<file path="src/design/axi_rd_pkg.sv">
// AXI4 read protocol constants and channel payload structs for the read master
package axi_rd_pkg;

  ////////////////////////////////////////////////////////////
  // Interface widths
  ////////////////////////////////////////////////////////////

  localparam int ADDR_W       = 32;
  localparam int DATA_W       = 32;
  localparam int DW_BYTES     = DATA_W / 8;
  localparam int LOG_DW_BYTES = $clog2(DW_BYTES);

  ////////////////////////////////////////////////////////////
  // Burst geometry
  ////////////////////////////////////////////////////////////

  // Protocol ceilings on a single INCR burst
  localparam int MAX_BURST_BEATS = 256;
  localparam int MAX_BURST_BYTES = 4096;

  // Beats per full burst as set by whichever ceiling is hit first
  localparam int BURST_LEN = (MAX_BURST_BYTES / DW_BYTES < MAX_BURST_BEATS) ?
                             MAX_BURST_BYTES / DW_BYTES : MAX_BURST_BEATS;
  localparam int LOG_BURST_LEN = $clog2(BURST_LEN);

  // Address stride between bursts and also the job alignment boundary
  localparam int BURST_BYTES = BURST_LEN * DW_BYTES;

  ////////////////////////////////////////////////////////////
  // Channel payloads
  ////////////////////////////////////////////////////////////

  // AR request with len as beats minus one
  typedef struct packed {
    logic [ADDR_W-1:0] addr;
    logic [7:0]        len;
  } ar_req_t;

  // R beat that is reused unchanged on the stream side
  typedef struct packed {
    logic [DATA_W-1:0] data;
    logic              last;
  } r_beat_t;

endpackage : axi_rd_pkg

</file>
<file path="src/design/rd_cfg_pkg.sv">
// Read master configuration with credit limit, counter widths, FIFO sizing and job structs
package rd_cfg_pkg;

  import axi_rd_pkg::*;

  ////////////////////////////////////////////////////////////
  // Job sizing
  ////////////////////////////////////////////////////////////

  // Byte count width on the control port
  localparam int XFER_W = 16;

  // Beats minus one for a whole job
  localparam int TOTAL_LEN_W = XFER_W - LOG_DW_BYTES;

  // Full bursts ahead of the final one
  localparam int TXN_W = TOTAL_LEN_W - LOG_BURST_LEN;

  ////////////////////////////////////////////////////////////
  // Flow control
  ////////////////////////////////////////////////////////////

  localparam int MAX_OUTSTANDING = 4;
  // Holds 0 up to MAX_OUTSTANDING inclusive
  localparam int OUTST_W         = $clog2(MAX_OUTSTANDING + 1);

  // Room for every outstanding burst rounded up to a power of two
  localparam int FIFO_DEPTH = 2 ** $clog2(BURST_LEN * MAX_OUTSTANDING);
  localparam int FIFO_AW    = $clog2(FIFO_DEPTH);

  ////////////////////////////////////////////////////////////
  // Request and job records
  ////////////////////////////////////////////////////////////

  typedef struct packed {
    logic [ADDR_W-1:0] addr_offset;
    logic [XFER_W-1:0] xfer_size;
  } ctrl_req_t;

  typedef struct packed {
    logic [ADDR_W-1:0]        base_addr;
    logic [TXN_W-1:0]         num_txn;
    logic [LOG_BURST_LEN-1:0] final_len;
  } rd_job_t;

endpackage : rd_cfg_pkg

</file>
<file path="src/design/rd_job_setup.sv">
// Job setup that captures a read request, aligns and rounds it, and strobes job start
`timescale 1ns/1ps

module rd_job_setup
  import axi_rd_pkg::*, rd_cfg_pkg::*;
(
  input  logic      aclk,
  input  logic      areset,
  input  logic      ctrl_start,
  input  ctrl_req_t ctrl_req,
  output rd_job_t   job,
  output logic      job_start
);

  ////////////////////////////////////////////////////////////
  // Request capture
  ////////////////////////////////////////////////////////////

  localparam logic [ADDR_W-1:0] ADDR_MASK = ADDR_W'(BURST_BYTES - 1);

  logic [ADDR_W-1:0]      base_addr_q;
  logic [TOTAL_LEN_W-1:0] total_len_q;
  logic [TOTAL_LEN_W-1:0] size_beats;
  logic                   start_d1;

  // Whole beats in the byte count without any partial tail
  assign size_beats = ctrl_req.xfer_size[LOG_DW_BYTES +: TOTAL_LEN_W];

  // Beats minus one after rounding up to whole beats
  always_ff @(posedge aclk) begin
    if (ctrl_start) begin
      if (ctrl_req.xfer_size[LOG_DW_BYTES-1:0] != '0) begin
        total_len_q <= size_beats;
      end else begin
        total_len_q <= size_beats - 1'b1;
      end
      // Align down to the burst stride
      base_addr_q <= ctrl_req.addr_offset & ~ADDR_MASK;
    end
  end

  ////////////////////////////////////////////////////////////
  // Job split and start strobe
  ////////////////////////////////////////////////////////////

  // Upper bits count full bursts and lower bits are the final burst's len
  always_ff @(posedge aclk) begin
    if (start_d1) begin
      job.base_addr <= base_addr_q;
      job.num_txn   <= total_len_q[LOG_BURST_LEN +: TXN_W];
      job.final_len <= total_len_q[LOG_BURST_LEN-1:0];
    end
  end

  // Two-stage delay so the job is already valid when the strobe shows
  always_ff @(posedge aclk) begin
    if (areset) begin
      start_d1  <= 1'b0;
      job_start <= 1'b0;
    end else begin
      start_d1  <= ctrl_start;
      job_start <= start_d1;
    end
  end

endmodule : rd_job_setup

</file>
<file path="config.mk">
export PLATFORM = sky130hd
export DESIGN_NAME = rd_job_setup
export DESIGN_NICKNAME = d
export VERILOG_FILES = /design/src/design/axi_rd_pkg.sv /design/src/design/rd_cfg_pkg.sv /design/src/design/rd_job_setup.sv
export SDC_FILE = /design/constraint.sdc
export NUM_CORES = 1
export LEC_CHECK = 0
export BUFFER_PORTS_ARGS = -buffer_cell sky130_fd_sc_hd__buf_2
export CORE_MARGIN = 2
export CORE_UTILIZATION = 43
export CTS_CLUSTER_DIAMETER = 150
export DETAILED_ROUTE_END_ITERATION = 10
export PLACE_DENSITY_LB_ADDON = 0.3
export SLEW_MARGIN = 20
export SYNTH_ARGS = -nofsm -noshare
export SYNTH_HDL_FRONTEND = slang
export SYNTH_SLANG_ARGS = --single-unit
</file>
<file path="constraint.sdc">
create_clock -name aclk -period 1.6 [get_ports aclk]
set_input_delay 0.48 -clock aclk [delete_from_list [all_inputs] [get_ports aclk]]
set_output_delay 0.48 -clock aclk [all_outputs]
set_load 0.01 [all_outputs]
</file>
==> impl_metrics.csv <==
group,metric,value,unit
outcome,outcome,"completed",
sta,finalSetupViolations,0,
drt,drc_errors,0,
floorplanning,dieArea,0.00659,sq mm
worst_setup_path,crit_path_start_kind,"input port",
yosys,synth_edf_count,72,
clock_network,cts_buffers,9,
sta,hold_violations,0,
sta,fin_skew,0.00497,ns
finish,fillers,477,
worst_setup_path,r2r_slack,0.70,ns
drt,wire_per_inst,12.6,um
yosys,synthMostInstantiatedCell,"edfxtp_1",
yosys,synth_common_cells,"edfxtp_1 (72), buf_4 (10), nor2_1 (7)",
placed_design,hpwlAfterDp,2.79,mm
placed_design,gp_congestion,0.677,
worst_setup_path,path_buf_inv,1,
finish,final_core_util,57.1,%
yosys,avgSynthCellArea,20.3,sq um
power,leakage,1.33,nW
sta,fmax,0.681,GHz
global_route,overflow,0,
finish,drive_gt1_share,48.3,%
drt,totalWireLength,3.87,mm
floorplanning,die_y,81.2,um
drt,first_iter_violations,53,
finish,num-nets-final,279,
power,internal-power,0.00330,W
drt,viasPerCell,4.41,
clock_network,cts_tree,"built",
global_route,grt_max_degree,38,
sta,slew_violations,0,
yosys,ys_seq_elements,74,
finish,num_antenna_cells,0,
yosys,synth_area,0.00256,sq mm
worst_setup_path,crit_type,"in2reg",
sta,rsz0062_at_grt,"false",
power,power.share.sequential,56.2,%
global_route,grt_use_total,12.2,%
finish,postLayoutCellArea,0.00334,sq mm
yosys,synth_cell_types,20,
power,switchingPower,0.000849,W
floorplanning,core-area,0.00585,sq mm
yosys,async_reset_ff_share,0,%
run,cap_viol_max_count,0,
placed_design,placed_area,0.00312,sq mm
floorplanning,floorplan.initialDensity,43.8,%
worst_setup_path,cp_cell_sequence,"buf_2 > or3_4 > or3_4 > nor3_2 > xor2_1",
power,switching_share,20.5,%
finish,multi_input_area,318,sq um
power,p_comb_share,6.5,%
clock_network,post_cts_buffers,0,
power,ir_drop,0.581,mV
yosys,synth_top_area_cell,"edfxtp_1",
worst_setup_path,critical_path.most_common_cell,"or3_4",
global_route,grt_pass1_vias,1220,
floorplanning,fp-row-count,28,
yosys,syn_inst,126,
global_route,grt_pass1_wl,5.59,mm
worst_setup_path,critPathArrivalTime,1.55,ns
finish,ff_latch_area,0.00220,sq mm
drt,ant_nets,0,
floorplanning,io_pins,98,
placed_design,io_buffers,77,
finish,area_delta_synth_final,30.5,%
yosys,yosys-top-cells-area,"edfxtp_1 (84%), buf_4 (2.9%), xor2_1 (2.1%)",
worst_setup_path,end_kind,"flop",
clock_network,ctsRootBufferMaster,"clkbuf_8",
power,power_frac_clock,37.4,%
yosys,yosys.area.top_type_share,84.5,%
clock_network,clock_latency,0.33,ns
clock_network,cts.sinks,74,
global_route,antenna_found_initial,0,
sta,fin_crit,1.47,ns
power,power.density,1240,mW/mm^2
worst_setup_path,worstPathRequired,1.68,ns
worst_setup_path,cpPeakStageDelay,0.38,ns
yosys,synth-seq-area-share,86.0,%
worst_setup_path,cp_slowest_cell,"or3_4",
yosys,synth_flop_cell,"edfxtp_1",
drt,vias,1353,
clock_network,postCtsResizedCells,0,
clock_network,htree_levels,3,
hold_path,hp-class,"in2reg",
yosys,synth-warning-count,0,
drt,first_pass_iters,4,
worst_setup_path,path_delay_family,"simple AND/OR/NAND/NOR gates",
floorplanning,die_w,81.2,um
sta,timing.final.crit_share,91.8,%
worst_setup_path,cp_max_fo,2,
clock_network,path_clk_slew,0.08,ns
clock_network,hold_buffers,0,
clock_network,clk_path_buf_depth,2,
[registers in the layout (all words and copies together) (netlist names)]
signal and cells:
base_addr_q 22, job 36, job_start 1, start_d1 1
total_len_q 14
[power by group through the flow]
stage | Combinational (W) | Clock (W) | Sequential (W)
after detailed placement | 0.000274 | 0 | 0.00238
after CTS | 0.000274 | 0.00159 | 0.00233
after global placement | 0.000268 | 0 | 0.00237
after floorplan | 0.0000590 | 0 | 0.00242
after global routing | 0.000297 | 0.00167 | 0.00234
final | 0.000268 | 0.00155 | 0.00233
[layout by cell type, fill, tap and decap left out]
cell type / synthesis / layout
inv_1: 2 / 2
edfxtp_1: 72 / 72
nor2_1: 7 / 7
ha_1: 1 / 1
conb_1: 1 / 10
clkbuf_1: 0 / 1
xor2_1: 6 / 6
nor3_2: 2 / 2
bufinv_16: 0 / 2
clkinvlp_4: 0 / 1
nor3_1: 1 / 1
or3_4: 2 / 2
buf_12: 0 / 1
xnor2_1: 5 / 5
clkbuf_8: 0 / 9
clkinv_4: 0 / 1
nand3_1: 1 / 1
nand3_2: 1 / 1
inv_6: 0 / 1
nor2b_1: 2 / 2
nand2_1: 6 / 6
nor4_4: 0 / 1
dfxtp_1: 2 / 2
buf_4: 10 / 13
or3_1: 2 / 2
buf_2: 0 / 77
a21oi_1: 1 / 1
o41ai_1: 1 / 1
clkinv_2: 0 / 1
[cells by family (layout without fill, tap and decap cells)]
group	Yosys count	after routing	synth area share (%)
other	1	10	0.146
adder cells (fa/ha/maj)	1	1	0.489
AO/OA/AOI/OAI	2	2	0.538
XOR/XNOR	11	11	3.76
flip-flops	74	74	86.0
buffers and inverters	12	109	3.23
AND/OR/NAND/NOR	25	25	5.82
[routing by layer]
metal / up-vias / share of wire (%) / track usage (%)
met5: - / 0 / 0
li1: 650 / - / -
met1: 630 / 38 / 12.9
met2: 64 / 51 / 20.6
met4: 0 / 2.1 / 7.63
met3: 9 / 8.6 / 4.56
[worst paths after layout]
kind | startpoint | end | cells after the start
min | ctrl_req[39] | base_addr_q[23] | 1
max | ctrl_req[10] | total_len_q[13] | 5
min reg2reg | total_len_q[8] | job[8] | 0
max reg2reg | start_d1 | job[7] | 1
[metrics by stage]
step | total power, W | setup TNS (ns) | instances | hold WS (ns) | setup WS [ns]
global placement | 0.00263 | -0.717 | 291 | 0.400 | -0.212
CTS | 0.00420 | 0 | 307 | 0.297 | 0.141
detailed placement | 0.00265 | -0.790 | 291 | 0.405 | -0.223
finish | 0.00415 | 0 | 307 | 0.316 | 0.132
global route | 0.00432 | 0 | 307 | 0.296 | 0.0921
floorplan | 0.00248 | -0.141 | 135 | 0.400 | -0.0885
[cell type report]
class / count / area share (%)
Multi-Input combinational cell: 49 / 9.51
Inverter: 2 / 0.225
Clock inverter: 6 / 2.70
Timing Repair Buffer: 91 / 15.1
Tap cell: 75 / 2.81
Sequential cell: 74 / 65.9
Clock buffer: 10 / 3.82
(Power assumes the default switching activity.)
