<file path="src/design/axi_rd_pkg.sv">
// AXI4 read protocol constants and channel payload structs for the read master
package axi_rd_pkg;

  ////////////////////////////////////////////////////////////
  // Interface widths
  ////////////////////////////////////////////////////////////

  localparam int ADDR_W       = 32;
  localparam int DATA_W       = 32;
  localparam int DW_BYTES     = DATA_W / 8;
  localparam int LOG_DW_BYTES = $clog2(DW_BYTES);

  ////////////////////////////////////////////////////////////
  // Burst geometry
  ////////////////////////////////////////////////////////////

  // Protocol ceilings on a single INCR burst
  localparam int MAX_BURST_BEATS = 256;
  localparam int MAX_BURST_BYTES = 4096;

  // Beats per full burst as set by whichever ceiling is hit first
  localparam int BURST_LEN = (MAX_BURST_BYTES / DW_BYTES < MAX_BURST_BEATS) ?
                             MAX_BURST_BYTES / DW_BYTES : MAX_BURST_BEATS;
  localparam int LOG_BURST_LEN = $clog2(BURST_LEN);

  // Address stride between bursts and also the job alignment boundary
  localparam int BURST_BYTES = BURST_LEN * DW_BYTES;

  ////////////////////////////////////////////////////////////
  // Channel payloads
  ////////////////////////////////////////////////////////////

  // AR request with len as beats minus one
  typedef struct packed {
    logic [ADDR_W-1:0] addr;
    logic [7:0]        len;
  } ar_req_t;

  // R beat that is reused unchanged on the stream side
  typedef struct packed {
    logic [DATA_W-1:0] data;
    logic              last;
  } r_beat_t;

endpackage : axi_rd_pkg

</file>
<file path="src/design/rd_cfg_pkg.sv">
// Read master configuration with credit limit, counter widths, FIFO sizing and job structs
package rd_cfg_pkg;

  import axi_rd_pkg::*;

  ////////////////////////////////////////////////////////////
  // Job sizing
  ////////////////////////////////////////////////////////////

  // Byte count width on the control port
  localparam int XFER_W = 16;

  // Beats minus one for a whole job
  localparam int TOTAL_LEN_W = XFER_W - LOG_DW_BYTES;

  // Full bursts ahead of the final one
  localparam int TXN_W = TOTAL_LEN_W - LOG_BURST_LEN;

  ////////////////////////////////////////////////////////////
  // Flow control
  ////////////////////////////////////////////////////////////

  localparam int MAX_OUTSTANDING = 4;
  // Holds 0 up to MAX_OUTSTANDING inclusive
  localparam int OUTST_W         = $clog2(MAX_OUTSTANDING + 1);

  // Room for every outstanding burst rounded up to a power of two
  localparam int FIFO_DEPTH = 2 ** $clog2(BURST_LEN * MAX_OUTSTANDING);
  localparam int FIFO_AW    = $clog2(FIFO_DEPTH);

  ////////////////////////////////////////////////////////////
  // Request and job records
  ////////////////////////////////////////////////////////////

  typedef struct packed {
    logic [ADDR_W-1:0] addr_offset;
    logic [XFER_W-1:0] xfer_size;
  } ctrl_req_t;

  typedef struct packed {
    logic [ADDR_W-1:0]        base_addr;
    logic [TXN_W-1:0]         num_txn;
    logic [LOG_BURST_LEN-1:0] final_len;
  } rd_job_t;

endpackage : rd_cfg_pkg

</file>
<file path="src/design/rd_beat_tracker.sv">
// R channel tracker that counts finished bursts and pulses done after the final last beat
`timescale 1ns/1ps

module rd_beat_tracker
  import rd_cfg_pkg::*;
(
  input  logic    aclk,
  input  logic    areset,
  input  rd_job_t job,
  input  logic    job_start,
  input  logic    rvalid,
  input  logic    rlast,
  output logic    done
);

  logic             idle;
  logic             burst_end;
  logic             r_final;
  logic             job_end;

  // Ready is tied high so valid alone marks an accepted beat
  assign burst_end = rvalid & rlast;
  assign job_end   = burst_end & r_final & ~idle;

  // Bursts still to complete before the final one
  txn_counter #(
    .WIDTH (TXN_W),
    .INIT  ('0)
  ) u_r_cnt (
    .aclk       (aclk),
    .areset     (areset),
    .load       (job_start),
    .incr       (1'b0),
    .decr       (burst_end),
    .load_value (job.num_txn),
    .count      (),
    .is_zero    (r_final)
  );

  always_ff @(posedge aclk) begin
    if (areset) begin
      idle <= 1'b1;
      done <= 1'b0;
    end else begin
      // Single-cycle pulse on the edge that takes the last beat
      done <= job_end;
      if (job_start) begin
        idle <= 1'b0;
      end else if (job_end) begin
        idle <= 1'b1;
      end
    end
  end

  // Beats only come back for bursts of an active job
  a_r_idle: assert property (@(posedge aclk) disable iff (areset)
    rvalid |-> !idle);

endmodule : rd_beat_tracker

</file>
<file path="src/design/txn_counter.sv">
// Loadable up/down counter with zero flag for burst and credit bookkeeping
`timescale 1ns/1ps

module txn_counter #(
  parameter int               WIDTH = 4,
  parameter logic [WIDTH-1:0] INIT  = '0
) (
  input  logic             aclk,
  input  logic             areset,
  input  logic             load,
  input  logic             incr,
  input  logic             decr,
  input  logic [WIDTH-1:0] load_value,
  output logic [WIDTH-1:0] count,
  output logic             is_zero
);

  logic [WIDTH-1:0] count_q;

  // Load wins over any step
  // Simultaneous incr and decr cancel out
  always_ff @(posedge aclk) begin
    if (areset) begin
      count_q <= INIT;
    end else if (load) begin
      count_q <= load_value;
    end else if (incr && !decr) begin
      count_q <= count_q + 1'b1;
    end else if (decr && !incr) begin
      count_q <= count_q - 1'b1;
    end
  end

  assign count = count_q;

  // Flag follows the register directly with no extra cycle
  assign is_zero = (count_q == '0);

endmodule : txn_counter

</file>
<file path="config.mk">
export PLATFORM = sky130hd
export DESIGN_NAME = rd_beat_tracker
export DESIGN_NICKNAME = d
export VERILOG_FILES = /design/src/design/axi_rd_pkg.sv /design/src/design/rd_cfg_pkg.sv /design/src/design/rd_beat_tracker.sv /design/src/design/txn_counter.sv
export SDC_FILE = /design/constraint.sdc
export NUM_CORES = 1
export LEC_CHECK = 0
export ABC_CLOCK_PERIOD_IN_PS = 1650
export BUFFER_PORTS_ARGS = -buffer_cell sky130_fd_sc_hd__buf_4
export CAP_MARGIN = 20
export CELL_PAD_IN_SITES_DETAIL_PLACEMENT = 0
export CELL_PAD_IN_SITES_GLOBAL_PLACEMENT = 1
export CORE_MARGIN = 2
export CORE_UTILIZATION = 19
export DETAILED_ROUTE_END_ITERATION = 10
export PLACE_DENSITY_LB_ADDON = 0.1
export SYNTH_ARGS = -nofsm -noshare
export SYNTH_HDL_FRONTEND = slang
export SYNTH_SLANG_ARGS = --single-unit
</file>
<file path="constraint.sdc">
create_clock -name aclk -period 1.65 [get_ports aclk]
set_input_delay 0.0825 -clock aclk [delete_from_list [all_inputs] [get_ports aclk]]
set_output_delay 0.0825 -clock aclk [all_outputs]
set_load 0.01 [all_outputs]
</file>
==> impl_metrics.yaml, run 1 <==
worst_setup_path:
  critPathTopFamily: "simple AND/OR/NAND/NOR gates"
  worst-path-max-fanout: 3
  critical_path_depth: 5
  r2r_slack_ns: 0.23
  cp-end-kind: "flop"
  critPathLaunch: "u_r_cnt.count[0]$_SDFFE_PP0P_"
  path_class: "flop to flop"
  r2r_start: "u_r_cnt.count[0]$_SDFFE_PP0P_"
  critPathArrivalTime_ns: 1.59
  rr_worst_depth: 5
  crit_chain: "inv_1 -> ha_1 -> nand3_2 -> or4_1 -> a311oi_1"
  slowest_stage: "or4_1"
  cp-endpoint: "u_r_cnt.count[4]$_SDFFE_PP0P_"
  cp.buffers_inverters: 1
  required_ns: 1.82
  timing.rr.end: "u_r_cnt.count[4]$_SDFFE_PP0P_"
  startpoint_type: "flop"
  max_stage_delay_ns: 0.40
sta:
  setup_viol: 0
  worstMarginPinSlew_ns: 0.300
  skew_ns: 0.00567
  timing.slew.headroom_pct: 80.0
  maxSlewViolCount: 0
  max_freq_mhz: 703
  hold_viol: 0
  fin_setup_tns_ns: 0
  rsz0062_at_grt: "false"
  fin_crit_sh_pct: 86.2
  fin_crit_ns: 1.42
global_route:
  grt_use_met1_pct: 10.5
  grt_use_total_pct: 8.96
  use_met2_pct: 13.6
  overflow: 0
  antenna_found_initial: 0
  grtUsageMet3_pct: 3.51
  grt_pass1_wl_um: 1680
  grt_pass1_vias: 403
  grt_max_degree: 9
  grt.busiest_layer: "met2"
finish:
  nNetsFinal: 114
  antenna_cells: 0
  area_growth_pct: 32.0
  utilization_pct: 25.9
  layout-drive-gt1-share_pct: 28.8
  fillers: 245
drt:
  wire_per_inst_um: 11.1
  drt_iter0_markers: 0
  vias: 382
  drt-total-wl_um: 964
  ant_nets: 0
  drc: 0
  drt_pass1_iterations: 1
  vias_per_cell: 4.39
clock_network:
  cts_buffers: 3
  cts.repair.resized: 0
  cts_tree: "yes"
  cts.sinks: 8
  ctsHoldBuffers: 0
  cts-root-buf: "clkbuf_4"
  postCtsSetupBuffers: 0
  cts.clk_slew.worst_paths_ns: 0.06
  clkLatencyLatePin_ns: 0.25
  clockBufferDepth: 2
  h-tree-depth: 1
synthesis:
  ys_seq_elements: 8
  synth_area_um2: 422
  synth.most_common_cell: "dfxtp_1"
  yosys_most_used_dff: "dfxtp_1"
  syn_inst: 46
  avgSynthCellArea_um2: 9.17
  ys_seq_area_share_pct: 38.0
  synth_top_area_share_pct: 38.0
  ys_warn_count: 0
  synth_area_leader_cell: "dfxtp_1"
  synthTopCellsByArea: "dfxtp_1 38%, ha_1 5.9%, a211oi_1 5.3%, a21oi_1 4.7%, inv_1 4.5%"
  synth_top_cells_by_count: "8 x dfxtp_1, 5 x inv_1, 4 x a21oi_1, 4 x nor2_1"
  yosysUniqueCellTypes: 24
  synth_edf_count: 0
  syn_nets: 99
  ys_async_sr_fraction_pct: 0
job:
  maxCapViolCount: 0
min_path:
  hold_class: "input port to flop"
pwr:
  p_per_area_nw_per_um2: 815
  p_leak_nw: 0.230
  vdd_ir_drop_max_uv: 291
floorplanning:
  core-area_um2: 2150
  rows: 17
  die_h_um: 51.1
  start_util_pct: 19.6
  floorplan.die.width_um: 51.1
  pin_count: 52
  dieArea_um2: 2610
placed_design:
  gp_congestion: 0.670
  io_buffers: 11
status:
  status: "finished, final reports clean"
==> per-layer routing <==
layer / share of wire, % / vias up
met2: 47 / 6
met1: 48 / 175
met5: 0 / -
met3: 4.4 / 0
met4: 0 / 0
li1: - / 201
==> registers in the layout (all words and copies together), names as in the netlist <==
| signal | cells |
|---|---|
| u_r_cnt.count | 6 |
| idle | 1 |
| done | 1 |
==> metrics by stage <==
step	hold WS (ns)	cells	power, mW	setup WS (ns)	area, µm²
4_1_cts	0.0595	87	0.464	0.217	557
3_5_place_dp	0.336	84	0.306	0.231	534
3_3_place_gp	0.333	84	0.308	0.215	534
6_report	0.0675	87	0.454	0.228	557
5_1_grt	0.0635	87	0.489	0.0398	557
2_1_floorplan	0.152	46	0.271	0.320	422
==> how the worst min path moves through the flow <==
| stage | start | endpoint | slack, ns | depth (start not counted) |
|---|---|---|---|---|
| floorplan | areset | u_r_cnt.count[1]$_SDFFE_PP0P_ | 0.15 | 1 |
| global placement | areset | u_r_cnt.count[1]$_SDFFE_PP0P_ | 0.33 | 2 |
| detailed placement | areset | u_r_cnt.count[1]$_SDFFE_PP0P_ | 0.34 | 2 |
| CTS | areset | u_r_cnt.count[0]$_SDFFE_PP0P_ | 0.06 | 2 |
| global route | areset | u_r_cnt.count[0]$_SDFFE_PP0P_ | 0.06 | 2 |
| finish | areset | u_r_cnt.count[4]$_SDFFE_PP0P_ | 0.07 | 2 |
==> power breakdown <==
part	switching, mW	internal [mW]
Sequential	0.0134	0.207
Clock	0.0696	0.0835
Combinational	0.0380	0.0424
==> placed cells by master (no fill, tap or decap), drive strengths merged <==
cell,Yosys,layout
and4bb,1,1
xnor2,1,1
nand2,3,3
a311o,1,1
o31ai,1,1
nor2,4,4
clkbuf,0,3
xor2,1,1
a21oi,4,4
a2111oi,1,1
nor3,2,2
ha,2,2
dfxtp,8,8
and4b,1,1
or4,1,1
a221oi,1,1
a311oi,1,1
and4,1,1
buf,1,11
inv,5,5
nand3,1,1
o41ai,1,1
a211oi,3,3
o21bai,1,1
==> area by class of cell <==
type                            count  area, µm²  area share, %
Inverter                            5       18.8           3.37
Sequential cell                     8        160           28.8
Tap cell                           28       35.0           6.29
Timing Repair Buffer               11       82.6           14.8
Multi-Input combinational cell     32        238           42.7
Clock buffer                        3       22.5           4.04
==> worst reg2reg max path, delay by kind of cell (launching register included) <==
family | cells | cell delay [ns]
and+or+nand+nor | 2 | 0.50
AOI/OAI and AO/OA | 1 | 0.25
DFF | 1 | 0.31
adders and majority gates | 1 | 0.17
buffers and inverters | 1 | 0.11
==> cells by family after synthesis <==
| logic type | synth area share, % |
|---|---|
| adder cells (fa/ha/maj) | 5.93 |
| flip-flops | 38.0 |
| buffers and inverters | 5.64 |
| AO/OA/AOI/OAI | 24.6 |
| XOR/XNOR | 4.16 |
| AND/OR/NAND/NOR | 21.7 |
No activity file was read; power rests on OpenSTA's default activity.
==> run 2: changes to the inputs <==
--- a/config.mk
+++ b/config.mk
@@ -14,6 +14,7 @@
 export CORE_UTILIZATION = 19
 export DETAILED_ROUTE_END_ITERATION = 10
 export PLACE_DENSITY_LB_ADDON = 0.1
+export RECOVER_POWER = 25
 export SYNTH_ARGS = -nofsm -noshare
 export SYNTH_HDL_FRONTEND = slang
 export SYNTH_SLANG_ARGS = --single-unit
==> constraint.sdc (replaced) <==
create_clock -name aclk -period 1.65 [get_ports aclk]
set_input_delay 0.165 -clock aclk [delete_from_list [all_inputs] [get_ports aclk]]
set_output_delay 0.165 -clock aclk [all_outputs]
set_load 0.01 [all_outputs]
==> impl_metrics.yaml, run 2 (synthesis results as in run 1) <==
drt:
  drt_pass1_iterations: 1
  vias_per_cell: 4.39
  ant_nets: 0
  route.met3.wl_um: 43
  wl_met2_um: 456
  drt-total-wl_um: 966
  wire_per_inst_um: 11.1
  vias: 382
  drc: 0
  drt_iter0_markers: 0
  wl_met1_um: 466
  route.top_layer_used: "met3"
finish:
  seqCellArea_um2: 160
  final_area_um2: 553
  layout_commonest_cell: "buf_4"
  largest_reg_flops: 6
  final_cell_mix: "10 x buf_4, 8 x dfxtp_1, 5 x inv_1"
  fillers: 245
  area_growth_pct: 31.2
  layout-drive-gt1-share_pct: 27.1
  nNetsFinal: 114
  antenna_cells: 0
  multi_input_comb_area_um2: 238
placed_design:
  placed_area_um2: 534
  gp_congestion: 0.670
  io_buffers: 11
global_route:
  grt_max_degree: 9
  antenna_found_initial: 0
  grt_use_total_pct: 8.96
  grt_pass1_wl_um: 1680
  overflow: 0
  grt_pass1_vias: 403
worst_setup_path:
  required_ns: 1.82
  critPathArrivalTime_ns: 1.59
  cp-end-kind: "flop"
  crit_chain: "inv_1 -> ha_1 -> nand3_2 -> or4_1 -> a311oi_1"
  max_stage_delay_ns: 0.40
  startpoint_type: "flop"
  cp.buffers_inverters: 1
  slowest_stage: "or4_1"
  path_class: "flop to flop"
  critPathTopFamily: "simple AND/OR/NAND/NOR gates"
  worst-path-max-fanout: 3
sta:
  hold_viol: 0
  fin_crit_sh_pct: 86.2
  worstMarginPinSlew_ns: 0.300
  fin_setup_tns_ns: 0
  skew_ns: 0.00567
  fin_crit_ns: 1.42
  setup_viol: 0
  rsz0062_at_grt: "false"
  timing.slew.headroom_pct: 80.0
  max_freq_mhz: 703
  maxSlewViolCount: 0
clock_network:
  postCtsSetupBuffers: 0
  clkLatencyLatePin_ns: 0.25
  cts.sinks: 8
  cts.clk_slew.worst_paths_ns: 0.06
  clockBufferDepth: 2
  ctsHoldBuffers: 0
  cts-root-buf: "clkbuf_4"
  cts.repair.resized: 0
  h-tree-depth: 1
  cts_buffers: 3
  cts_tree: "yes"
floorplanning:
  dieArea_um2: 2610
  core-area_um2: 2150
  die_h_um: 51.1
  floorplan.die.width_um: 51.1
  start_util_pct: 19.6
  pin_count: 52
  rows: 17
pwr:
  p_per_area_nw_per_um2: 820
  p_leak_nw: 0.225
  vdd_ir_drop_max_uv: 291
job:
  maxCapViolCount: 0
status:
  status: "finished, final reports clean"
min_path:
  hold_class: "input port to flop"
run 2: layout make-up:
| cell class | count | area share, % |
|---|---|---|
| inverter | 5 | 3.39 |
| sequential | 8 | 29.0 |
| clock buffer | 3 | 4.07 |
| tap | 28 | 6.33 |
| timing repair buffer | 11 | 14.3 |
| multi-input combinational | 32 | 43.0 |
run 2: routing by layer:
metal | vias up | GRT usage, %
li1 | 201 | -
met1 | 175 | 10.5
met2 | 6 | 13.6
met3 | 0 | 3.51
met4 | 0 | 5.41
met5 | - | 0
run 2: final timing paths:
kind	from	endpoint	slack, ns	cells past startpoint
max reg2reg	u_r_cnt.count[0]$_SDFFE_PP0P_	u_r_cnt.count[4]$_SDFFE_PP0P_	0.23	5
min reg2reg	idle$_SDFFE_PP1P_	done$_SDFF_PP0_	0.43	1
max	u_r_cnt.count[0]$_SDFFE_PP0P_	u_r_cnt.count[4]$_SDFFE_PP0P_	0.23	5
min	areset	u_r_cnt.count[4]$_SDFFE_PP0P_	0.15	2
run 2: per-stage QoR:
stage / util [%] / hold WS, ns / worst slack, ns / instances / total power [mW]
floorplan: - / 0.234 / 0.320 / 46 / 0.271
global placement: 24.9 / 0.415 / 0.215 / 84 / 0.308
detailed placement: 24.9 / 0.418 / 0.231 / 84 / 0.306
CTS: 25.9 / 0.142 / 0.217 / 87 / 0.464
global route: 25.7 / 0.146 / 0.0398 / 87 / 0.489
finish: 25.7 / 0.150 / 0.228 / 87 / 0.454
run 2: power by group:
part / internal (mW) / switching [mW]
clock: 0.0835 / 0.0696
combinational: 0.0422 / 0.0380
sequential: 0.207 / 0.0133
