### config.mk
export PLATFORM = sky130hd
export DESIGN_NAME = rd_addr_issuer
export DESIGN_NICKNAME = d
export VERILOG_FILES = /design/src/design/axi_rd_pkg.sv /design/src/design/rd_cfg_pkg.sv /design/src/design/rd_addr_issuer.sv /design/src/design/txn_counter.sv
export SDC_FILE = /design/constraint.sdc
export NUM_CORES = 1
export LEC_CHECK = 0
export ABC_AREA = 1
export BUFFER_PORTS_ARGS = -buffer_cell sky130_fd_sc_hd__buf_2
export CAP_MARGIN = 20
export CORE_UTILIZATION = 50
export DETAILED_ROUTE_END_ITERATION = 16
export GPL_TIMING_DRIVEN = 0
export PLACE_DENSITY = 0.9
export SKIP_LAST_GASP = 1
export SLEW_MARGIN = 10
export SYNTH_ARGS = -nofsm -noshare
export SYNTH_HDL_FRONTEND = slang
export SYNTH_SLANG_ARGS = --single-unit
### constraint.sdc
create_clock -name aclk -period 1.95 [get_ports aclk]
set_input_delay 0.0975 -clock aclk [delete_from_list [all_inputs] [get_ports aclk]]
set_output_delay 0.0975 -clock aclk [all_outputs]
set_load 0.02 [all_outputs]
### src/design/axi_rd_pkg.sv
// AXI4 read protocol constants and channel payload structs for the read master
package axi_rd_pkg;

  ////////////////////////////////////////////////////////////
  // Interface widths
  ////////////////////////////////////////////////////////////

  localparam int ADDR_W       = 32;
  localparam int DATA_W       = 32;
  localparam int DW_BYTES     = DATA_W / 8;
  localparam int LOG_DW_BYTES = $clog2(DW_BYTES);

  ////////////////////////////////////////////////////////////
  // Burst geometry
  ////////////////////////////////////////////////////////////

  // Protocol ceilings on a single INCR burst
  localparam int MAX_BURST_BEATS = 256;
  localparam int MAX_BURST_BYTES = 4096;

  // Beats per full burst as set by whichever ceiling is hit first
  localparam int BURST_LEN = (MAX_BURST_BYTES / DW_BYTES < MAX_BURST_BEATS) ?
                             MAX_BURST_BYTES / DW_BYTES : MAX_BURST_BEATS;
  localparam int LOG_BURST_LEN = $clog2(BURST_LEN);

  // Address stride between bursts and also the job alignment boundary
  localparam int BURST_BYTES = BURST_LEN * DW_BYTES;

  ////////////////////////////////////////////////////////////
  // Channel payloads
  ////////////////////////////////////////////////////////////

  // AR request with len as beats minus one
  typedef struct packed {
    logic [ADDR_W-1:0] addr;
    logic [7:0]        len;
  } ar_req_t;

  // R beat that is reused unchanged on the stream side
  typedef struct packed {
    logic [DATA_W-1:0] data;
    logic              last;
  } r_beat_t;

endpackage : axi_rd_pkg

### src/design/rd_cfg_pkg.sv
// Read master configuration with credit limit, counter widths, FIFO sizing and job structs
package rd_cfg_pkg;

  import axi_rd_pkg::*;

  ////////////////////////////////////////////////////////////
  // Job sizing
  ////////////////////////////////////////////////////////////

  // Byte count width on the control port
  localparam int XFER_W = 16;

  // Beats minus one for a whole job
  localparam int TOTAL_LEN_W = XFER_W - LOG_DW_BYTES;

  // Full bursts ahead of the final one
  localparam int TXN_W = TOTAL_LEN_W - LOG_BURST_LEN;

  ////////////////////////////////////////////////////////////
  // Flow control
  ////////////////////////////////////////////////////////////

  localparam int MAX_OUTSTANDING = 4;
  // Holds 0 up to MAX_OUTSTANDING inclusive
  localparam int OUTST_W         = $clog2(MAX_OUTSTANDING + 1);

  // Room for every outstanding burst rounded up to a power of two
  localparam int FIFO_DEPTH = 2 ** $clog2(BURST_LEN * MAX_OUTSTANDING);
  localparam int FIFO_AW    = $clog2(FIFO_DEPTH);

  ////////////////////////////////////////////////////////////
  // Request and job records
  ////////////////////////////////////////////////////////////

  typedef struct packed {
    logic [ADDR_W-1:0] addr_offset;
    logic [XFER_W-1:0] xfer_size;
  } ctrl_req_t;

  typedef struct packed {
    logic [ADDR_W-1:0]        base_addr;
    logic [TXN_W-1:0]         num_txn;
    logic [LOG_BURST_LEN-1:0] final_len;
  } rd_job_t;

endpackage : rd_cfg_pkg

### src/design/rd_addr_issuer.sv
// AR channel issuer that steps burst addresses and holds bursts in flight to the credit limit
`timescale 1ns/1ps

module rd_addr_issuer
  import axi_rd_pkg::*, rd_cfg_pkg::*;
(
  input  logic    aclk,
  input  logic    areset,
  input  rd_job_t job,
  input  logic    job_start,
  input  logic    burst_drained,
  input  logic    arready,
  output logic    arvalid,
  output ar_req_t ar
);

  logic              idle;
  logic              arxfer;
  logic              ar_final;
  logic              ar_done;
  logic              no_credit;
  logic [OUTST_W-1:0] credit_cnt;
  logic [ADDR_W-1:0] addr_q;

  assign arxfer  = arvalid & arready;
  assign ar_done = arxfer & ar_final;

  ////////////////////////////////////////////////////////////
  // Issue control
  ////////////////////////////////////////////////////////////

  // Busy from job start until the final AR handshake
  always_ff @(posedge aclk) begin
    if (areset) begin
      idle <= 1'b1;
    end else if (job_start) begin
      idle <= 1'b0;
    end else if (ar_done) begin
      idle <= 1'b1;
    end
  end

  // Valid drops for one cycle after each handshake
  always_ff @(posedge aclk) begin
    if (areset) begin
      arvalid <= 1'b0;
    end else if (!idle && !no_credit && !arvalid) begin
      arvalid <= 1'b1;
    end else if (arready) begin
      arvalid <= 1'b0;
    end
  end

  // Next burst address only moves on a handshake
  always_ff @(posedge aclk) begin
    if (job_start) begin
      addr_q <= job.base_addr;
    end else if (arxfer) begin
      addr_q <= addr_q + ADDR_W'(BURST_BYTES);
    end
  end

  assign ar.addr = addr_q;
  assign ar.len  = ar_final ? job.final_len : 8'(BURST_LEN - 1);

  ////////////////////////////////////////////////////////////
  // Counters
  ////////////////////////////////////////////////////////////

  // Bursts left before the final one
  txn_counter #(
    .WIDTH (TXN_W),
    .INIT  ('0)
  ) u_ar_cnt (
    .aclk       (aclk),
    .areset     (areset),
    .load       (job_start),
    .incr       (1'b0),
    .decr       (arxfer),
    .load_value (job.num_txn),
    .count      (),
    .is_zero    (ar_final)
  );

  // Free slots that are handed back as bursts leave the FIFO
  txn_counter #(
    .WIDTH (OUTST_W),
    .INIT  (OUTST_W'(MAX_OUTSTANDING))
  ) u_credit_cnt (
    .aclk       (aclk),
    .areset     (areset),
    .load       (1'b0),
    .incr       (burst_drained),
    .decr       (arxfer),
    .load_value ('0),
    .count      (credit_cnt),
    .is_zero    (no_credit)
  );

  // Payload must hold through a stall
  a_ar_stable: assert property (@(posedge aclk) disable iff (areset)
    arvalid && !arready |=> arvalid && $stable(ar));

  // More credit than slots means a drain without a matching burst
  a_credit_max: assert property (@(posedge aclk) disable iff (areset)
    credit_cnt <= OUTST_W'(MAX_OUTSTANDING));

endmodule : rd_addr_issuer

### src/design/txn_counter.sv
// Loadable up/down counter with zero flag for burst and credit bookkeeping
`timescale 1ns/1ps

module txn_counter #(
  parameter int               WIDTH = 4,
  parameter logic [WIDTH-1:0] INIT  = '0
) (
  input  logic             aclk,
  input  logic             areset,
  input  logic             load,
  input  logic             incr,
  input  logic             decr,
  input  logic [WIDTH-1:0] load_value,
  output logic [WIDTH-1:0] count,
  output logic             is_zero
);

  logic [WIDTH-1:0] count_q;

  // Load wins over any step
  // Simultaneous incr and decr cancel out
  always_ff @(posedge aclk) begin
    if (areset) begin
      count_q <= INIT;
    end else if (load) begin
      count_q <= load_value;
    end else if (incr && !decr) begin
      count_q <= count_q + 1'b1;
    end else if (decr && !incr) begin
      count_q <= count_q - 1'b1;
    end
  end

  assign count = count_q;

  // Flag follows the register directly with no extra cycle
  assign is_zero = (count_q == '0);

endmodule : txn_counter

==> parameters.txt, run 1 <==
Parameter                              Value

Route
  Post-route ant nets ... 0
  DRT iter0 DRCs ... 114
  Wirelength per Cell ... 11.6 um
  Via count of the routed design ... 2,406
  Via-per-instance ratio ... 4.88
  Total DRC errors in the routed layout ... 0
  Count of TritonRoute iterations in the first routing pass ... 4
  Wire length reported by the detailed router ... 5730 um

Clocking
  Clock root buffer ... sky130_fd_sc_hd__clkbuf_8
  Number of clock buffers inserted by TritonCTS ... 5
  Clock network latency to the later pin of the worst-skew pair ... 0.30 ns
  CTS HTree Levels ... 2
  CTS Hold Bufs ... 0
  TritonCTS clock tree ... built
  Clock-pin slew on the worst setup and hold paths ... 0.09 ns
  Clock sink count ... 43
  Number of post-CTS setup repair buffers ... 0
  Cells resized by post-CTS repair ... 0
  Maximum number of buffers from clock root to sink ... 2

Pwr
  Reg power frac ... 51.0%
  Pwr/cell area ... 717 nW/um^2
  Leak ... 1.54 nW
  IR Drop Worst-Case VDD ... 0.000412 V
  Switching pwr ... 0.000730 W
  Fraction of power spent switching nets ... 31.9%
  Portion of total power attributed to the clock network ... 26.0%
  Cell internal pwr ... 0.00156 W
  Fraction of power consumed by combinational cells ... 23.0%

Timing
  Tmin final ... 1.75 ns
  Unrepaired setup endpoints after global routing ... false
  Worst slew margin relative to its limit ... 30.7%
  Setup TNS after final layout ... 0 ns
  Clk_skew ... 0.0113 ns
  Final hold vios ... 0
  Crit share post-route ... 89.6%
  Highest attainable clock frequency ... 572 MHz
  Worst Max-Slew Pin Slew ... 1.04 ns
  Total count of max-transition violations in the final report ... 0
  Final setup violation count ... 0

Place
  Total half-perimeter wirelength after legalization and detailed placement ... 4430 um
  Number of buffers inserted by port buffering ... 90
  Gp weighted congestion ... 0.901

Global route
  Initial antenna violation count ... 0
  GR met3 Demand/Resource ... 6.58%
  Wire length of the first global-routing pass ... 9500 um
  Via count of the first global-routing pass ... 2,253
  Largest net degree at the start of global routing ... 25
  Met1 usage ... 27.1%
  Total routing usage reported by global routing ... 23.0%
  Total overflow reported by the global router ... 0
  Busiest metal layer after global routing ... met2
  Global-route met2 utilization ... 39.0%

Logic synthesis
  Syn_area_per_cell ... 7.82 um^2
  Post-synthesis sequential element count ... 43
  Post-Synthesis Cells ... 328
  Mapped cell area ... 2560 um^2
  Largest cells by area after synthesis ... sky130_fd_sc_hd__edfxtp_1 37%, sky130_fd_sc_hd__nand2_1 15%, sky130_fd_sc_hd__dfxtp_1 8.6%, sky130_fd_sc_hd__inv_1 5.1%, sky130_fd_sc_hd__nor2_1 4.7%
  Count of synthesis-stage warnings from yosys ... 0
  Cell taking the most area after synthesis ... sky130_fd_sc_hd__edfxtp_1
  Register area share after synthesis ... 46.0%
  Number of nets produced by synthesis ... 384
  Netlist cell types ... 32
  Yosys top cell area share ... 37.5%

Floorplan
  Number of primary I/O pins ... 92
  Starting density of the core ... 53.2%
  Std-Cell Rows ... 25
  Width of the chip ... 73.6 um
  Vertical extent of the die ... 73.6 um
  Placeable core area ... 4820 um^2
  DIE AREA ... 5420 um^2

Cells and area
  Share of final-layout standard cells stronger than drive strength 1 ... 32.2%
  Highest-count cells in the layout ignoring fill and taps ... 102 x sky130_fd_sc_hd__nand2_1, 92 x sky130_fd_sc_hd__buf_2, 35 x sky130_fd_sc_hd__inv_1, 32 x sky130_fd_sc_hd__nor2_1, 32 x sky130_fd_sc_hd__edfxtp_1
  Most common cell after layout, fill and taps aside ... sky130_fd_sc_hd__nand2_1
  Layout overhead on the synthesized area ... 24.5%
  Fraction of the core area covered by cells at the end of the flow ... 66.3%
  Final layout net count ... 481
  Antenna diode count ... 0

Critical path
  Reg2Reg Setup Slack ... 0.20 ns
  CP endpoint kind ... register
  Start-to-end type of the worst setup path ... reg2reg
  Data arrival time at the worst-slack endpoint ... 1.81 ns
  CP required ... 2.02 ns
  Max FO, Critical Path ... 7
  Startpoint type of the worst setup path ... register
  Cells on worst reg2reg path ... 8
  Startpoint of the lowest-slack register-to-register path ... addr_q[10]$_DFFE_PN_
  Worst flop-to-flop path endpoint ... addr_q[24]$_DFFE_PN_

Hold path
  Hold-critical path endpoint ... u_ar_cnt.count[5]$_SDFFE_PP0N_
  Class of the tightest hold or removal check ... in2reg
  Origin of the worst min-delay path ... areset
  Cell depth of the worst min-delay path ... 2

Run status
  Run status ... complete, no violations

Flow run
  Max-cap violations ... 0
[through the flow]
stage	cells	instance area (um^2)	worst slack (ns)	hold slack [ns]	total power, W
finish	493	3190	0.203	0.0394	0.00229
global route	493	3190	0.0172	0.0423	0.00240
CTS	493	3190	0.179	0.0332	0.00230
detailed placement	485	3100	0.197	0.348	0.00171
global placement	485	3100	0.220	0.341	0.00169
floorplan	328	2560	0.280	0.167	0.00152
[layout make-up]
type                            count  area, um^2
Clock inverter                      2        11.3
Tap cell                           67        83.8
Fill cell                         404        1620
Multi-Input combinational cell    238        1200
Inverter                           39         146
Timing Repair Buffer               90         450
Buffer                              8        36.3
Sequential cell                    43        1180
Clock buffer                        6        82.6
[worst max-delay path by stage]
| stage | from | endpoint | slack, ns |
|---|---|---|---|
| floorplan | addr_q[10]$_DFFE_PN_ | addr_q[28]$_DFFE_PN_ | 0.28 |
| global placement | addr_q[10]$_DFFE_PN_ | addr_q[28]$_DFFE_PN_ | 0.22 |
| detailed placement | arvalid$_SDFFE_PP0P_ | u_ar_cnt.count[0]$_SDFFE_PP0N_ | 0.20 |
| CTS | arvalid$_SDFFE_PP0P_ | u_ar_cnt.count[0]$_SDFFE_PP0N_ | 0.18 |
| global route | arvalid$_SDFFE_PP0P_ | u_ar_cnt.count[0]$_SDFFE_PP0N_ | 0.02 |
| finish | addr_q[10]$_DFFE_PN_ | addr_q[24]$_DFFE_PN_ | 0.20 |
[synth_stat cells]
cell type,instances
sky130_fd_sc_hd__nor2_2,11
sky130_fd_sc_hd__clkinv_1,1
sky130_fd_sc_hd__nand2_1,102
sky130_fd_sc_hd__o21bai_1,1
sky130_fd_sc_hd__nor2_8,1
sky130_fd_sc_hd__a31oi_1,4
sky130_fd_sc_hd__nor2_4,3
sky130_fd_sc_hd__ha_1,4
sky130_fd_sc_hd__or2_2,8
sky130_fd_sc_hd__clkbuf_1,3
sky130_fd_sc_hd__nand2_4,1
sky130_fd_sc_hd__nand3_1,18
sky130_fd_sc_hd__nand4_1,4
sky130_fd_sc_hd__o211ai_1,2
sky130_fd_sc_hd__buf_1,2
sky130_fd_sc_hd__inv_2,3
sky130_fd_sc_hd__o221ai_1,1
sky130_fd_sc_hd__o31ai_1,1
sky130_fd_sc_hd__buf_2,2
sky130_fd_sc_hd__o21ai_1,7
sky130_fd_sc_hd__a21oi_1,7
sky130_fd_sc_hd__xnor2_1,1
sky130_fd_sc_hd__edfxtp_1,32
sky130_fd_sc_hd__inv_1,35
sky130_fd_sc_hd__nor2_1,32
sky130_fd_sc_hd__o21ai_0,11
sky130_fd_sc_hd__xor2_1,7
sky130_fd_sc_hd__buf_4,1
sky130_fd_sc_hd__a211oi_1,1
sky130_fd_sc_hd__dfxtp_1,11
sky130_fd_sc_hd__fa_1,1
sky130_fd_sc_hd__nand2_2,10
[cells by family after synthesis]
family / synth area share, %
buffers and inverters: 7.12
AO/OA/AOI/OAI: 7.66
flip-flops: 46.0
AND/OR/NAND/NOR: 33.7
adder cells (fa/ha/maj): 2.73
XOR/XNOR: 2.73
[power by group through the flow]
stage | combinational, W | sequential, W | clock, W
2_1_floorplan | 0.000273 | 0.00125 | 0
3_3_place_gp | 0.000512 | 0.00118 | 0
3_5_place_dp | 0.000528 | 0.00119 | 0
4_1_cts | 0.000530 | 0.00117 | 0.000602
5_1_grt | 0.000591 | 0.00118 | 0.000631
6_report | 0.000527 | 0.00117 | 0.000595
[registers in the layout (all words and copies together), names as in the netlist]
register            flops
idle                    1
addr_q                 32
u_credit_cnt.count      3
u_ar_cnt.count          6
arvalid                 1
[worst max-delay path, cell delays in order (launching register included)]
cell                       delay [ns]
sky130_fd_sc_hd__edfxtp_1        0.52
sky130_fd_sc_hd__ha_1            0.24
sky130_fd_sc_hd__nand2_2         0.10
sky130_fd_sc_hd__nor2_2          0.24
sky130_fd_sc_hd__nand2_2         0.12
sky130_fd_sc_hd__nor2_2          0.11
sky130_fd_sc_hd__nand2_1         0.06
sky130_fd_sc_hd__nand3_1         0.08
sky130_fd_sc_hd__nand2_1         0.05
[layer usage]
layer  wire length [um]  vias to the layer above
li1                   -                     1245
met1               2350                     1055
met2               2750                       98
met3                529                        8
met4                 94                        0
met5                  0                        -
(Power assumes the default switching activity.)
==> run 2: changes to the inputs <==
Settings changed: MAX_ROUTING_LAYER from default to met4, PLACE_DENSITY 0.9 to 0.77.
==> parameters.txt, run 2 (synthesized netlist as in run 1, its figures left out) <==
Parameter                              Value

Pwr
  Leak ... 1.56 nW (+1.3%)
  Pwr/cell area ... 779 nW/um^2 (+8.7%)
  IR Drop Worst-Case VDD ... 0.000484 V (+17%)

Timing
  Final setup violation count ... 0 (unchanged)
  Final critical-path setup slack ... 0.180 ns (-0.0227 ns)
  Setup TNS after final layout ... 0 ns (unchanged)
  Worst Max-Slew Pin Slew ... 0.616 ns (-0.421 ns)
  Unrepaired setup endpoints after global routing ... false
  Tmin final ... 1.77 ns (+0.0227 ns)
  Final hold vios ... 0 (unchanged)
  Clk_skew ... 0.00936 ns (-0.00192 ns)
  Total count of max-transition violations in the final report ... 0 (unchanged)
  Worst slew margin relative to its limit ... 58.8% (+28 points)
  Crit share post-route ... 90.7% (+1.2 points)
  Highest attainable clock frequency ... 565 MHz (-1.3%)

Critical path
  Reg2Reg Setup Slack ... 0.18 ns (-0.02 ns)
  Critical path's largest stage delay ... 0.52 ns (about the same)
  Startpoint type of the worst setup path ... register
  Start-to-end type of the worst setup path ... reg2reg
  CP required ... 2.02 ns (about the same)
  Data arrival time at the worst-slack endpoint ... 1.84 ns (+0.03 ns)
  Critical path cell sequence ... ha_1, nand2_2, nor2_2, nand2_2, nor2_2, nand2_1, nand3_1, nand2_1
  Slowest stage cell on the critical path ... sky130_fd_sc_hd__edfxtp_1
  Cell family with most CP delay ... simple AND/OR/NAND/NOR gates
  CP endpoint kind ... register
  Bufs and invs on worst path ... 0 (unchanged)
  Max FO, Critical Path ... 7 (unchanged)

Cells and area
  Layout overhead on the synthesized area ... 26.2%
  Most common cell after layout, fill and taps aside ... sky130_fd_sc_hd__nand2_1
  Highest-count cells in the layout ignoring fill and taps ... 101 x sky130_fd_sc_hd__nand2_1, 92 x sky130_fd_sc_hd__buf_2, 35 x sky130_fd_sc_hd__inv_1, 32 x sky130_fd_sc_hd__nor2_1, 32 x sky130_fd_sc_hd__edfxtp_1
  Register ranked first by flip-flop count ... addr_q
  Number of flip-flops under the largest register name ... 32 (unchanged)
  Antenna diode count ... 0 (unchanged)
  Non-filler instance count after layout ... 493 (unchanged)
  Fill cells ... 413 (+2.2%)
  Fraction of the core area covered by cells at the end of the flow ... 67.2% (+0.94 points)
  Final layout net count ... 481 (unchanged)
  Share of final-layout standard cells stronger than drive strength 1 ... 32.6% (+0.47 points)

Clocking
  Clock sink count ... 43 (unchanged)
  TritonCTS clock tree ... built
  Number of clock buffers inserted by TritonCTS ... 5 (unchanged)
  Clock root buffer ... sky130_fd_sc_hd__clkbuf_8
  Clock network latency to the later pin of the worst-skew pair ... 0.30 ns (about the same)
  CTS Hold Bufs ... 0 (unchanged)
  Clock-pin slew on the worst setup and hold paths ... 0.09 ns (about the same)
  Maximum number of buffers from clock root to sink ... 2 (unchanged)
  CTS HTree Levels ... 2 (unchanged)

Place
  Worst Setup Slack post-DPL ... 0.176 ns (-0.0214 ns)
  Number of placed instances with taps included ... 485 (unchanged)
  Gp weighted congestion ... 0.936 (+3.9%)
  Total half-perimeter wirelength after legalization and detailed placement ... 4370 um (-1.2%)
  Number of buffers inserted by port buffering ... 90 (unchanged)

Global route
  Wire length of the first global-routing pass ... 9650 um (+1.5%)
  Total overflow reported by the global router ... 0 (unchanged)
  Total routing usage reported by global routing ... 24.2% (+1.3 points)
  Via count of the first global-routing pass ... 2,287 (+1.5%)
  Initial antenna violation count ... 0 (unchanged)
  Largest net degree at the start of global routing ... 25 (unchanged)

Floorplan
  Starting density of the core ... 53.2% (unchanged)
  DIE AREA ... 5420 um^2 (unchanged)
  Vertical extent of the die ... 73.6 um (unchanged)
  Number of primary I/O pins ... 92 (unchanged)
  Placeable core area ... 4820 um^2 (unchanged)
  Std-Cell Rows ... 25 (unchanged)
  Width of the chip ... 73.6 um (unchanged)

Flow run
  Max-cap violations ... 0 (unchanged)

Route
  DRT iter0 DRCs ... 118 (+3.5%)
  Via-per-instance ratio ... 4.90 (+0.46%)
  Via count of the routed design ... 2,417 (+0.46%)
  Total DRC errors in the routed layout ... 0 (unchanged)
  Wire length reported by the detailed router ... 5820 um (+1.5%)
  Post-route ant nets ... 0 (unchanged)
  Count of TritonRoute iterations in the first routing pass ... 4 (unchanged)
  Wirelength per Cell ... 11.8 um (+1.5%)

Hold path
  Class of the tightest hold or removal check ... in2reg

Run status
  Run status ... complete, no violations
## run 2: cell count changes in the layout (fill, tap and decap cells not counted), sizes merged
cell,change
clkinv,-1
bufinv,+2
clkbuf,-1
## run 2: final cells by class
class | instances | area (um^2) | area share [%]
Multi-Input combinational cell | 238 | 1200 | 37.2
Sequential cell | 43 | 1180 | 36.5
Clock inverter | 3 | 67.6 | 2.09
Timing Repair Buffer | 90 | 450 | 13.9
Tap cell | 67 | 83.8 | 2.59
Buffer | 8 | 36.3 | 1.12
Inverter | 39 | 146 | 4.52
Clock buffer | 5 | 68.8 | 2.13
## run 2: per-layer routing
layer / vias to the layer above / routed length [um] / global-route usage, %
li1: 1244 / - / -
met1: 1074 / 2550 / 28.7
met2: 92 / 2800 / 41.0
met3: 7 / 403 / 5.49
met4: 0 / 62 / 7.48
met5: - / 0 / -
## run 2: where the power goes
group | internal (W) | switching [W]
clock | 0.000511 | 0.000321
sequential | 0.00108 | 0.0000808
combinational | 0.000191 | 0.000336
## run 2: final timing paths
kind / cells past startpoint / to / from
setup / recovery: 8 / addr_q[24]$_DFFE_PN_ / addr_q[10]$_DFFE_PN_
hold / removal: 2 / u_ar_cnt.count[3]$_SDFFE_PP0N_ / areset
setup reg to reg: 8 / addr_q[24]$_DFFE_PN_ / addr_q[10]$_DFFE_PN_
hold reg to reg: 1 / u_ar_cnt.count[0]$_SDFFE_PP0N_ / u_ar_cnt.count[0]$_SDFFE_PP0N_
## run 2: per-stage QoR
stage | power, W | hold slack [ns] | area (um^2)
after detailed placement | 0.00171 | 0.353 | 3100
after global placement | 0.00170 | 0.343 | 3100
after global routing | 0.00265 | 0.0475 | 3240
final | 0.00252 | 0.0355 | 3240
after CTS | 0.00254 | 0.0325 | 3240
after floorplan | 0.00152 | 0.167 | 2560
## run 2: timing repair
item	4_1_cts	5_1_grt
setup endpoints to repair	0	1
resized for setup	0	1
setup buffers	0	0
hold endpoints to repair	0	0
==> run 3: changes to the inputs <==
Settings changed: CORE_UTILIZATION 50 to 52, CTS_BUF_LIST from default to sky130_fd_sc_hd__clkbuf_4 sky130_fd_sc_hd__clkbuf_8, CTS_CLUSTER_DIAMETER from default to 200, PLACE_DENSITY 0.77 to 0.8, REMOVE_ABC_BUFFERS from default to 1.
==> parameters.txt, run 3 (synthesized netlist as in run 1, its figures left out) <==
Parameter                              Value

Clocking
  Number of clock buffers inserted by TritonCTS ... 5 (unchanged)
  CTS HTree Levels ... 2 (unchanged)
  Maximum number of buffers from clock root to sink ... 2 (unchanged)
  TritonCTS clock tree ... built
  Clock-pin slew on the worst setup and hold paths ... 0.08 ns (about the same)
  Clock root buffer ... sky130_fd_sc_hd__clkbuf_8
  Number of post-CTS setup repair buffers ... 0 (unchanged)
  Clock sink count ... 43 (unchanged)
  Clock network latency to the later pin of the worst-skew pair ... 0.30 ns (about the same)

Pwr
  Pwr/cell area ... 755 nW/um^2 (-3.2%)
  IR Drop Worst-Case VDD ... 0.000403 V (-17%)
  Leak ... 1.55 nW (-1.1%)

Cells and area
  Highest-count cells in the layout ignoring fill and taps ... 101 x sky130_fd_sc_hd__nand2_1, 90 x sky130_fd_sc_hd__buf_2, 35 x sky130_fd_sc_hd__inv_1, 32 x sky130_fd_sc_hd__nor2_1, 32 x sky130_fd_sc_hd__edfxtp_1
  Most common cell after layout, fill and taps aside ... sky130_fd_sc_hd__nand2_1
  Register Area ... 1180 um^2 (unchanged)
  Register ranked first by flip-flop count ... addr_q
  Non-filler instance count after layout ... 486 (-1.4%)
  Final layout net count ... 474 (-1.5%)
  Number of flip-flops under the largest register name ... 32 (unchanged)
  Fraction of the core area covered by cells at the end of the flow ... 67.5% (+0.33 points)
  Share of final-layout standard cells stronger than drive strength 1 ... 32.7% (+0.068 points)
  Antenna diode count ... 0 (unchanged)
  Layout overhead on the synthesized area ... 24.4%
  Fill cells ... 427 (+3.4%)
  Multi-input combinational cell area ... 1200 um^2 (unchanged)

Critical path
  Data arrival time at the worst-slack endpoint ... 1.63 ns (-0.21 ns)
  Slowest stage cell on the critical path ... sky130_fd_sc_hd__or2_2
  CP endpoint kind ... output port
  CP required ... 1.85 ns (-0.17 ns)
  Start-to-end type of the worst setup path ... reg2out
  Cell family with most CP delay ... simple AND/OR/NAND/NOR gates
  Startpoint type of the worst setup path ... register
  Critical path cell sequence ... inv_1, ha_1, nand3_1, or2_2, buf_2
  Max FO, Critical Path ... 9 (+2)
  Bufs and invs on worst path ... 2 (+2)
  Critical path's largest stage delay ... 0.35 ns (-0.17 ns)

Route
  Wire length reported by the detailed router ... 5490 um (-5.7%)
  Wirelength per Cell ... 11.3 um (-4.3%)
  Total DRC errors in the routed layout ... 0 (unchanged)
  Via-per-instance ratio ... 4.76 (-2.9%)
  Count of TritonRoute iterations in the first routing pass ... 4 (unchanged)
  DRT iter0 DRCs ... 95 (-19%)
  Via count of the routed design ... 2,314 (-4.3%)
  Post-route ant nets ... 0 (unchanged)

Timing
  Worst Max-Slew Pin Slew ... 0.578 ns (-0.0377 ns)
  Crit share post-route ... 88.6% (-2.1 points)
  Unrepaired setup endpoints after global routing ... false
  Final hold vios ... 0 (unchanged)
  Tmin final ... 1.73 ns (-0.0417 ns)
  Final setup violation count ... 0 (unchanged)
  Clk_skew ... 0.00510 ns (-0.00426 ns)
  Total count of max-transition violations in the final report ... 0 (unchanged)
  Worst slew margin relative to its limit ... 61.3% (+2.5 points)
  Highest attainable clock frequency ... 579 MHz (+2.4%)

Global route
  Total overflow reported by the global router ... 0 (unchanged)
  Wire length of the first global-routing pass ... 9320 um (-3.4%)
  Largest net degree at the start of global routing ... 56 (+120%)
  Via count of the first global-routing pass ... 2,203 (-3.7%)
  Initial antenna violation count ... 0 (unchanged)
  Total routing usage reported by global routing ... 23.4% (-0.84 points)

Run status
  Run status ... complete, no violations

Floorplan
  Number of primary I/O pins ... 92 (unchanged)
  Vertical extent of the die ... 72.2 um (-1.9%)
  DIE AREA ... 5220 um^2 (-3.8%)
  Starting density of the core ... 54.3% (+1.1 points)
  Placeable core area ... 4720 um^2 (-1.9%)
  Width of the chip ... 72.2 um (-1.9%)
  Std-Cell Rows ... 25 (unchanged)

Place
  Number of placed instances with taps included ... 478 (-1.4%)
  Total half-perimeter wirelength after legalization and detailed placement ... 4100 um (-6.3%)
  Number of buffers inserted by port buffering ... 91 (+1.1%)
  Gp weighted congestion ... 0.884 (-5.6%)

Hold path
  Class of the tightest hold or removal check ... in2reg

Flow run
  Max-cap violations ... 0 (unchanged)
## run 3: cell types whose count changed in the layout (fill, tap and decap cells not counted), sizes merged
cell,delta
clkinv,+1
buf,-4
clkinvlp,-1
clkbuf,-2
bufinv,-1
## run 3: timing repair
action	in CTS	in global routing
setup endpoints to repair	25	0
endpoints found under the hold margin	0	0
hold buffers	0	0
gates resized for setup	2	0
## run 3: final cells by class
cell class | instances | share of cell area, %
clock buffers | 6 | 2.59
repair buffers | 91 | 14.4
multi-input cells | 238 | 37.7
flip-flops and latches | 43 | 37.0
clock inverters | 2 | 1.10
inverters | 39 | 4.59
well taps | 67 | 2.63
## run 3: power by group
group          internal, W  switching (W)
clock network     0.000414       0.000309
registers          0.00108      0.0000811
logic             0.000189       0.000331
total              0.00169       0.000721
## run 3: final timing paths
path                                       start                              to  slack [ns]  cells past startpoint
setup / recovery  u_ar_cnt.count[0]$_SDFFE_PP0N_                           ar[1]        0.22                      5
hold / removal                            areset  u_ar_cnt.count[5]$_SDFFE_PP0N_        0.03                      2
setup reg to reg            addr_q[10]$_DFFE_PN_            addr_q[28]$_DFFE_PN_        0.24                      8
hold reg to reg   u_ar_cnt.count[0]$_SDFFE_PP0N_  u_ar_cnt.count[0]$_SDFFE_PP0N_        0.49                      1
## run 3: per-layer routing
metal	GRT usage (%)	routed length (um)	part of all wire (%)	up-vias
met4	7.19	70	1.3	0
li1	-	-	-	1230
met1	28.3	2500	46	1023
met5	-	0	0	-
met2	39.8	2690	49	53
met3	4.31	225	4.1	8
## run 3: through the flow
| stage | total power, W | setup slack (ns) | hold WS (ns) | instance area (um^2) | TNS (ns) |
|---|---|---|---|---|---|
| global route | 0.00253 | 0.0784 | 0.0357 | 3190 | 0 |
| global placement | 0.00169 | -0.595 | 0.341 | 3070 | -14.51 |
| detailed placement | 0.00171 | -0.683 | 0.349 | 3070 | -15.26 |
| CTS | 0.00243 | 0.208 | 0.0232 | 3190 | 0 |
| floorplan | 0.00151 | 0.279 | 0.167 | 2530 | 0 |
| finish | 0.00241 | 0.222 | 0.0317 | 3190 | 0 |
